===== src/ras_pkg.sv =====
package ras_pkg;

	// widths with a meaning
	typedef logic [31:0] addr_t;   // instruction address
	typedef logic [31:0] instr_t;  // raw instruction word
	typedef logic [4:0]  reg_idx_t;  // architectural register number
	typedef logic [6:0]  opcode_t;   // major opcode field

	// major opcodes of the two jumps
	localparam opcode_t OPC_JAL  = 7'b1101111;
	localparam opcode_t OPC_JALR = 7'b1100111;

	// ra and t0, the two link registers
	localparam reg_idx_t LINK_X1 = 5'd1;
	localparam reg_idx_t LINK_X5 = 5'd5;

	// stack entries unless the top level overrides it
	localparam int RAS_DEPTH_DEF = 4;

	// what a jump does to the return stack
	typedef enum logic [1:0] {
		NONE     = 2'd0,  // leave the stack alone
		PUSH     = 2'd1,  // call
		POP      = 2'd2,  // return
		POP_PUSH = 2'd3   // coroutine swap, top replaced
	} ras_op_t;

endpackage


===== src/ras_op_if.sv =====
interface ras_op_if;

	logic            valid;       // instruction present this cycle
	ras_pkg::ras_op_t op;         // classified stack operation
	ras_pkg::addr_t  pc;          // pc of the instruction
	ras_pkg::addr_t  ret_addr;    // pc + 4, pushed on calls
	ras_pkg::addr_t  jal_target;  // pc + J-immediate
	logic            is_jal;      // direct jump, target known at decode

	// decode owns every signal
	modport decode (
		output valid, op, pc, ret_addr, jal_target, is_jal
	);

	// stack only needs to know what to do and what to push
	modport stack (
		input valid, op, ret_addr
	);

	// next-pc stage picks among jal target, stack top, fall-through
	modport next_pc (
		input valid, op, pc, ret_addr, jal_target, is_jal
	);

endinterface


===== src/ras_decode.sv =====
module ras_decode (
	input  logic           instr_valid,
	input  ras_pkg::addr_t pc,
	input  ras_pkg::instr_t instr,
	ras_op_if.decode       op_if
);

	ras_pkg::opcode_t opcode;
	ras_pkg::reg_idx_t rd;
	ras_pkg::reg_idx_t rs1;
	ras_pkg::addr_t    j_imm;   // sign-extended J-type immediate
	logic              rd_link;  // rd is x1 or x5
	logic              rs1_link; // rs1 is x1 or x5
	logic              is_jal_op;
	logic              is_jalr_op;

	// instruction fields
	assign opcode = instr[6:0];
	assign rd     = instr[11:7];
	assign rs1    = instr[19:15];

	// imm[20|10:1|11|19:12] scattered over bits 31:12
	assign j_imm = {{12{instr[31]}}, instr[19:12], instr[20], instr[30:21], 1'b0};

	assign rd_link  = (rd == ras_pkg::LINK_X1) || (rd == ras_pkg::LINK_X5);
	assign rs1_link = (rs1 == ras_pkg::LINK_X1) || (rs1 == ras_pkg::LINK_X5);

	assign is_jal_op  = (opcode == ras_pkg::OPC_JAL);
	assign is_jalr_op = (opcode == ras_pkg::OPC_JALR);

	// link-register hint rules of the base ISA
	always_comb begin
		op_if.op = ras_pkg::NONE;
		if (instr_valid) begin
			if (is_jal_op) begin
				if (rd_link)
					op_if.op = ras_pkg::PUSH;  // call
			end else if (is_jalr_op) begin
				case ({rd_link, rs1_link})
					2'b01: op_if.op = ras_pkg::POP;   // plain return
					2'b10: op_if.op = ras_pkg::PUSH;  // indirect call
					2'b11: begin
						// same link reg on both sides is a call
						if (rd == rs1)
							op_if.op = ras_pkg::PUSH;
						else
							op_if.op = ras_pkg::POP_PUSH;
					end
					default: op_if.op = ras_pkg::NONE;  // no link involved
				endcase
			end
		end
	end

	assign op_if.valid      = instr_valid;
	assign op_if.pc         = pc;
	assign op_if.ret_addr   = pc + 32'd4;       // fall-through / link value
	assign op_if.jal_target = pc + j_imm;
	assign op_if.is_jal     = instr_valid && is_jal_op;  // only meaningful when valid

endmodule


===== src/ras_stack.sv =====
module ras_stack #(
	parameter int DEPTH = ras_pkg::RAS_DEPTH_DEF
) (
	input  logic           CLK,
	input  logic           nRST,
	input  logic           flush,
	ras_op_if.stack        op_if,
	output ras_pkg::addr_t top_addr,
	output logic           empty
);

	localparam int PW = (DEPTH > 1) ? $clog2(DEPTH) : 1;  // pointer width
	localparam int CW = $clog2(DEPTH + 1);                // count width up to DEPTH

	ras_pkg::addr_t  ras [DEPTH];  // return addresses
	logic [PW-1:0]   ptr;          // next slot to write
	logic [PW-1:0]   nxt_ptr;
	logic [PW-1:0]   ptr_inc;      // ptr + 1 mod DEPTH
	logic [PW-1:0]   top_idx;      // ptr - 1 mod DEPTH
	logic [CW-1:0]   count;        // saturating entry count
	logic [CW-1:0]   nxt_count;
	logic            full;
	logic            wr_en;
	logic [PW-1:0]   wr_idx;

	assign ptr_inc = (ptr == PW'(DEPTH - 1)) ? '0 : ptr + 1'b1;
	assign top_idx = (ptr == '0) ? PW'(DEPTH - 1) : ptr - 1'b1;

	assign empty    = (count == '0);
	assign full     = (count == CW'(DEPTH));
	assign top_addr = ras[top_idx];  // pre-update view for next-pc

	always_comb begin
		nxt_ptr   = ptr;
		nxt_count = count;
		wr_en     = 1'b0;
		wr_idx    = ptr;
		if (flush) begin
			// drop everything including this cycle's op
			nxt_ptr   = '0;
			nxt_count = '0;
		end else if (op_if.valid) begin
			case (op_if.op)
				ras_pkg::PUSH: begin
					wr_en     = 1'b1;
					nxt_ptr   = ptr_inc;
					nxt_count = full ? count : count + 1'b1;  // overflow drops oldest
				end
				ras_pkg::POP: begin
					if (!empty) begin
						nxt_ptr   = top_idx;
						nxt_count = count - 1'b1;
					end
				end
				ras_pkg::POP_PUSH: begin
					wr_en = 1'b1;
					if (!empty) begin
						wr_idx = top_idx;  // replace top in place
					end else begin
						nxt_ptr   = ptr_inc;  // empty stack acts as a push
						nxt_count = count + 1'b1;
					end
				end
				default: ;
			endcase
		end
	end

	always_ff @(posedge CLK, negedge nRST) begin
		if (!nRST) begin
			ptr   <= '0;
			count <= '0;
		end else begin
			ptr   <= nxt_ptr;
			count <= nxt_count;
		end
	end

	always_ff @(posedge CLK) begin
		if (wr_en)
			ras[wr_idx] <= op_if.ret_addr;
	end

	a_count_bound: assert property (@(posedge CLK) disable iff (!nRST)
		count <= CW'(DEPTH))
		else $error("occupancy %0d above depth %0d", count, DEPTH);

	// a real return retires exactly one entry
	a_pop_dec: assert property (@(posedge CLK) disable iff (!nRST)
		(op_if.valid && op_if.op == ras_pkg::POP && !empty && !flush)
		|=> (count == $past(count) - 1'b1))
		else $error("pop on non-empty stack did not lower the count");

endmodule


===== src/ras_next_pc.sv =====
module ras_next_pc (
	input  logic           CLK,
	input  logic           nRST,
	ras_op_if.next_pc      op_if,
	input  ras_pkg::addr_t top_addr,
	input  logic           empty,
	output logic           pred_valid,
	output logic           pred_taken,
	output ras_pkg::addr_t pred_target
);

	ras_pkg::addr_t target;  // chosen this cycle
	logic           taken;
	logic           is_ret;  // op that reads the stack top

	assign is_ret = (op_if.op == ras_pkg::POP) || (op_if.op == ras_pkg::POP_PUSH);

	always_comb begin
		if (op_if.is_jal) begin
			target = op_if.jal_target;  // direct jump target known at decode
			taken  = 1'b1;
		end else if (is_ret && !empty) begin
			target = top_addr;  // predicted return
			taken  = 1'b1;
		end else begin
			target = op_if.ret_addr;  // fall through
			taken  = 1'b0;
		end
	end

	always_ff @(posedge CLK, negedge nRST) begin
		if (!nRST) begin
			pred_valid <= 1'b0;
			pred_taken <= 1'b0;
		end else begin
			pred_valid <= op_if.valid;
			pred_taken <= taken;  // idle slots carry no jump and no pop
		end
	end

	// payload only meaningful with pred_valid
	always_ff @(posedge CLK) begin
		if (op_if.valid)
			pred_target <= target;
	end

	// decode must keep is_jal and the op quiet on idle slots
	a_taken_valid: assert property (@(posedge CLK) disable iff (!nRST)
		pred_taken |-> pred_valid)
		else $error("taken prediction without a valid slot");

endmodule


===== src/ras_predictor.sv =====
module ras_predictor #(
	parameter int DEPTH = ras_pkg::RAS_DEPTH_DEF  // return stack entries, 2 or more
) (
	input  logic            CLK,
	input  logic            nRST,
	input  logic            instr_valid,  // fetch presents an instruction
	input  ras_pkg::addr_t  pc,
	input  ras_pkg::instr_t instr,
	input  logic            flush,        // empties the stack, wins over instr
	output logic            pred_valid,   // one cycle after instr_valid
	output logic            pred_taken,
	output ras_pkg::addr_t  pred_target
);

	ras_pkg::addr_t top_addr;  // stack top before this cycle's update
	logic           empty;

	// classified op shared by all three stages
	ras_op_if op_if ();

	// comb classification
	ras_decode u_decode (
		.instr_valid (instr_valid),
		.pc          (pc),
		.instr       (instr),
		.op_if       (op_if.decode)
	);

	ras_stack #(
		.DEPTH (DEPTH)
	) u_stack (
		.CLK      (CLK),
		.nRST     (nRST),
		.flush    (flush),
		.op_if    (op_if.stack),
		.top_addr (top_addr),
		.empty    (empty)
	);

	// registered prediction out
	ras_next_pc u_next_pc (
		.CLK         (CLK),
		.nRST        (nRST),
		.op_if       (op_if.next_pc),
		.top_addr    (top_addr),
		.empty       (empty),
		.pred_valid  (pred_valid),
		.pred_taken  (pred_taken),
		.pred_target (pred_target)
	);

endmodule


===== config.mk =====
export PLATFORM = sky130hd
export DESIGN_NAME = ras_predictor
export DESIGN_NICKNAME = d
export VERILOG_FILES = /design/src/ras_pkg.sv /design/src/ras_op_if.sv /design/src/ras_decode.sv /design/src/ras_stack.sv /design/src/ras_next_pc.sv /design/src/ras_predictor.sv
export SDC_FILE = /design/constraint.sdc
export NUM_CORES = 1
export LEC_CHECK = 0
export ABC_AREA = 1
export BUFFER_PORTS_ARGS = -buffer_cell sky130_fd_sc_hd__buf_2
export CAP_MARGIN = 20
export CELL_PAD_IN_SITES_DETAIL_PLACEMENT = 0
export CELL_PAD_IN_SITES_GLOBAL_PLACEMENT = 1
export CORE_MARGIN = 2
export CORE_UTILIZATION = 45
export CTS_CLUSTER_SIZE = 12
export DETAILED_ROUTE_END_ITERATION = 16
export MAX_ROUTING_LAYER = met4
export PLACE_DENSITY_LB_ADDON = 0.25
export SYNTH_ARGS = -nofsm -noshare
export SYNTH_HDL_FRONTEND = slang
export SYNTH_SLANG_ARGS = --single-unit

===== constraint.sdc =====
create_clock -name CLK -period 4.65 [get_ports CLK]
set_clock_uncertainty 0.05 [all_clocks]
set_input_delay 0.6975 -clock CLK [delete_from_list [all_inputs] [get_ports CLK]]
set_output_delay 0.6975 -clock CLK [all_outputs]
set_load 0.03 [all_outputs]

Word-level counts from Yosys, hierarchy flattened --
Memory sizes are Yosys's and may differ from the RTL's. Index checks and enable logic that the tools add are counted.
Word-level totals: register bits 39, latch bits 0, bits in writable memories 128, bits in read-only memories 0, output and inout port bits 34, word-level logic and storage cells 74, memories 1
Operators by class: $add $sub $neg 6, multipliers 0, divide/modulo/power cells 0, order comparisons 0, eq/ne operators 18, shift-type cells 0, muxes and demuxes 31, bitwise gates (word level) 0, reduce and logical (&&, ||, !) cells 13
Memories:
- u_stack.ras | words 4, width 32, read ports 1, clocked after memory_dff 0, wr ports 1, line ras_stack.sv:15 | ras_pkg::addr_t ras [DEPTH];
Operator list (count):
- 32-bit two-way mux | 2
- 32-bit by 3-bit adder with 32-bit output (second input constant) | 1
- 32-bit adder | 1
- 2-bit two-way mux | 13
- 3-bit two-way mux | 5
- 7-bit equality test (second input constant) | 2
- 2-bit case mux with 3 select lines | 2
- 2-bit equality test (second input constant) | 5
- 5-bit by 1-bit equality test with 1-bit output (second input constant) | 2
- 5-bit by 3-bit equality test with 1-bit output (second input constant) | 2
- 3-bit case mux with 3 select lines | 1
- 1-bit two-way mux | 8
- 3-bit != test (second input constant) | 2
- 5-bit equality test | 1
- 5-bit AND reduction | 1
- 2-bit by 1-bit equality test with 1-bit output (second input constant) | 2
- 4-bit nonzero test | 1
- 3-bit by 1-bit adder with 3-bit output (second input constant) | 1
- 3-bit equality test (second input constant) | 1
- 3-bit logical NOT | 1
- 1-bit logical OR | 3
- 3-bit by 2-bit != test with 1-bit output (second input constant) | 1
- 3-bit AND reduction | 1
- 3-bit by 1-bit subtractor with 3-bit output (second input constant) | 1
- 7 further kinds | 8

Longest topological paths before layout --
word-level depth 14, depth in mapped cells 13, gate-level depth less buffers 13

By module --
From an unflattened synthesis, not the netlist that was laid out.
Second synthesis, totals: cells, all modules 1327, area, all modules 10707.8 µm²
By module, submodules not included:
- ras_stack | times used 1, cells an instance 405, area each 5276.3 µm², seq. area each 3968.8 µm²
- ras_decode | times used 1, cells an instance 643, area each 3354.5 µm², seq. area each 0.0 µm²
- ras_next_pc | times used 1, cells an instance 279, area each 2077.0 µm², seq. area each 1011.0 µm²

Least setup slack after synthesis --
OpenSTA, ideal clock, no wires.
kind reg2reg, from register u_stack.ptr[0], to memory u_stack.ras[0][0] (netlist bit) (enable), library setup time 0.421 ns, data arrival time 2.878 ns, path slack 1.301 ns, cell stages (with the launch flop) 11, clock period less this slack 3.349 ns, cell sequence dfrtp_1 > inv_1 > ha_1 > buf_2 > inv_1 > buf_2 > nand2_1 > o21ai_0 > o21ai_1 > inv_1 > nor2_1
Between the ends: cells in the longest elaborated chain, start to end 6, elaborated cells between the ends (all ways) 7
RTL lines:
- from (decl) | line ras_stack.sv:16 | logic [PW-1:0] ptr;
- from (signal assigned) | line ras_stack.sv:74 | ptr <= nxt_ptr;
- 2-bit by 1-bit subtractor with 2-bit output or 2-bit logical NOT (tied branches) | line ras_stack.sv:27 | assign top_idx = (ptr == '0) ? PW'(DEPTH - 1) : ptr - 1'b1;
- 2-bit two-way mux | line ras_stack.sv:27
- 2-bit two-way mux | line ras_stack.sv:57 | if (!empty) begin
- 2-bit two-way mux | line ras_stack.sv:43 | case (op_if.op)
- 2-bit two-way mux | line ras_stack.sv:42 | end else if (op_if.valid) begin
- 2-bit two-way mux * | line ras_stack.sv:38 | if (flush) begin
- to (decl) | line ras_stack.sv:15
Mark *: on every way between the ends. The rest lies on a longest branch, timed or not.

Worst setup path in the final report --
from register u_stack.ptr[0], to memory u_stack.ras[0][18] (netlist bit) (enable)
Same word-level chain as after synthesis.

==> impl_metrics.csv <==
group,metric,value,unit
status,outcome,"complete, no violations",
global_routing,use_met3,3.895,%
global_routing,grtUsageMet2,41.31,%
cells_and_area,drive_gt1_share,13.64,%
route,drcViolationCount,0,
sta,layout_setup_ws,1.626,ns
power,seqPwrFrac,44.5,%
sta,period_needed,3.024,ns
setup_path,start_kind,"register",
cts,cts_tree,"done",
yosys,synth_fp_nets,1355,
die,initial_core_util,45.43,%
yosys,avgSynthCellArea,8.141,um^2
setup_path,r2r_slack,1.63,ns
route,ant_nets,0,
cts,cts_hold_buf,0,
global_routing,grt_pass1_vias,8221,
sta,rsz0062_at_grt,"no",
yosys,synth.distinct_cells,40,
cts,clockRootBuffer,"clkbuf_16",
setup_path,crit_buf_inv,5,
route,routedWlPerCell,17.95,um
power,peakVddDrop,253.2,uV
yosys,synth_edf_count,160,
sta,tightestPinTransition,0.8654,ns
route,routed_wl,29.60,mm
place,dp_cells,1619,
die,core_area,0.02243,mm^2
global_routing,use_met1,34.85,%
place,dp_hpwl,22.30,mm
global_routing,grt_max_degree,65,
setup_path,crit_chain,"inv_1, ha_1, buf_4, inv_1, nand2_1, o21ai_0, o21ai_1, inv_1, nor2_4, buf_4",
sta,fmax,330.7,MHz
die,die_h,154.5,um
cts,cts_resized,0,
power,swShare,29.13,%
setup_path,cpLargestDelayFamily,"buffers and inverters",
cts,clock-sinks,167,
place,numPortBuffers,101,
cells_and_area,final_common_cell,"nand2_1",
cells_and_area,design_area,0.01156,mm^2
power,intPower,0.002705,W
yosys,ys_ff_latch,167,
power,p_leak,5.109,nW
setup_path,critPathKind,"reg -> reg",
cells_and_area,syn_to_final_growth,13.45,%
yosys,async_flop_share,4.192,%
yosys,ys.flop_type,"edfxtp_1",
power,p_clk_share,35.0,%
route,dr.pass1.iters,5,
global_routing,gr-max-usage-layer,"met2",
min_path,hold_class,"in -> async",
power,power_density,330.1,mW/mm^2
sta,hold_violations,0,
place,place.gp.congestion,0.9177,
cts,clk_pin_slew,0.06,ns
die,die-area,0.02387,mm^2
global_routing,grt_pass1_wl,45.53,mm
route,avgViaCountPerCell,5.237,
cells_and_area,layout.cells.non_filler,1649,
sta,setup_violations,0,
sta,tns,0,ns
route,drtIter0Drc,710,
global_routing,antenna_found_initial,0,
sta,period_share,65.03,%
yosys,yosysWarnings,0,
power,power_frac_comb,20.5,%
route,routed-via-count,8635,
global_routing,grt_usage,25.91,%
cells_and_area,final_cell_mix,"369 x nand2_1, 160 x edfxtp_1, 148 x inv_1, 145 x nor2_1, 101 x buf_2",
place,place_ws,1.287,ns
die,ios,102,
setup_path,worstSetupEndpointType,"register",
power,power_switching,0.001112,W
cells_and_area,num_antenna_cells,0,
setup_path,crit_fanout,32,
cells_and_area,num-nets-final,1456,
die,rows,55,
place,postPlaceCellArea,0.01100,mm^2
cts,clk_path_buf_depth,2,
setup_path,arrival,3.02,ns
setup_path,cp_slowest_cell,"dfrtp_1",
setup_path,required,4.65,ns
cts,insertion_delay,0.41,ns
sta,final_max_slew_viol_count,0,
cts,numCtsBuffers,17,
yosys,synthCells,1252,
run,maxCapViolCount,0,
sta,relSlewSlack,42.24,%
cts,htreeDepth,4,
setup_path,timing.critical_path.slowest_cell_delay,0.46,ns
die,die_w,154.5,um
global_routing,overflow,0,
yosys,seq_area_frac_synth,48.86,%
cts,post_cts_buffers,0,
setup_path,worst_path_most_repeated_cell,"inv_1",
yosys,syn_area,0.01019,mm^2
## area by class of cell
cell class,instances,area (um^2)
fill,2184,10870
sequential,167,4980
multi-input combinational,901,4502
inverter,155,584.3
timing repair buffer,111,580.6
clock buffer,19,432.9
tap,285,356.6
clock inverter,11,127.6
## path summary, 6_finish.rpt
path                                   endpoint            from  depth (start not counted)
min in group CLK              u_stack.ras[3][0]           pc[0]                          1
min                            u_stack.count[0]            nRST                          1
max reg2reg                  u_stack.ras[0][18]  u_stack.ptr[0]                         10
min reg2reg                      u_stack.ptr[1]  u_stack.ptr[1]                          2
max                          u_stack.ras[0][18]  u_stack.ptr[0]                         10
max in group asynchronous  u_next_pc.pred_taken            nRST                          1
## power by group through the flow
stage	combinational [W]	sequential [W]	clock [W]
finish	0.000782	0.00170	0.00134
global route	0.000879	0.00170	0.00141
CTS	0.000783	0.00170	0.00135
detailed placement	0.000780	0.00173	0
global placement	0.000777	0.00173	0
floorplan	0.000485	0.00178	0
## layer usage
metal / up-vias / share of wire, %
met5: - / 0
met4: 0 / 2.0
met3: 33 / 5.7
met2: 255 / 47
met1: 4018 / 45
li1: 4329 / -
## cells in the mapped netlist, types with 6 or more instances
cell type / n / area [um^2]
nand2_1: 370 / 1389
edfxtp_1: 160 / 4805
nor2_1: 149 / 559.3
inv_1: 148 / 555.5
a21oi_1: 83 / 415.4
nand3_1: 74 / 370.4
o21ai_0: 69 / 345.3
ha_1: 33 / 412.9
nand4_1: 14 / 87.58
buf_2: 13 / 65.06
nor3_1: 12 / 60.06
xor2_1: 12 / 105.1
nand3b_1: 11 / 82.58
nor2_2: 10 / 62.56
o21ai_1: 10 / 50.05
clkbuf_1: 9 / 33.78
xnor2_1: 9 / 78.83
dfrtp_1: 7 / 175.2
o21bai_1: 7 / 52.55
inv_2: 6 / 22.52
## cells by family (layout without fill, tap and decap cells)
group	count (synthesis)	after routing	share of synthesized area, %
xor gates and xnor gates	24	24	2.283
buffers and inverters	184	296	7.292
adders and majority gates	35	35	4.444
DFF	167	167	48.86
AOI/OAI and AO/OA	177	177	9.011
and+or+nand+nor	665	665	28.11
## metrics by stage
stage / power (W) / hold WS (ns) / utilization, %
6_report: 0.003817 / 0.06577 / 51.54
4_1_cts: 0.003832 / 0.05585 / 51.54
2_1_floorplan: 0.002263 / 0.3519 / -
5_1_grt: 0.003993 / 0.06364 / 51.54
3_3_place_gp: 0.002508 / 0.4614 / 49.05
3_5_place_dp: 0.002510 / 0.4670 / 49.05
## state kept, by name, summed over array words and instances, names as in the netlist
name / count
u_next_pc.pred_taken: 1
u_next_pc.pred_target: 32
u_next_pc.pred_valid: 1
u_stack.count: 3
u_stack.ptr: 2
u_stack.ras: 128
(Power assumes the default switching activity.)
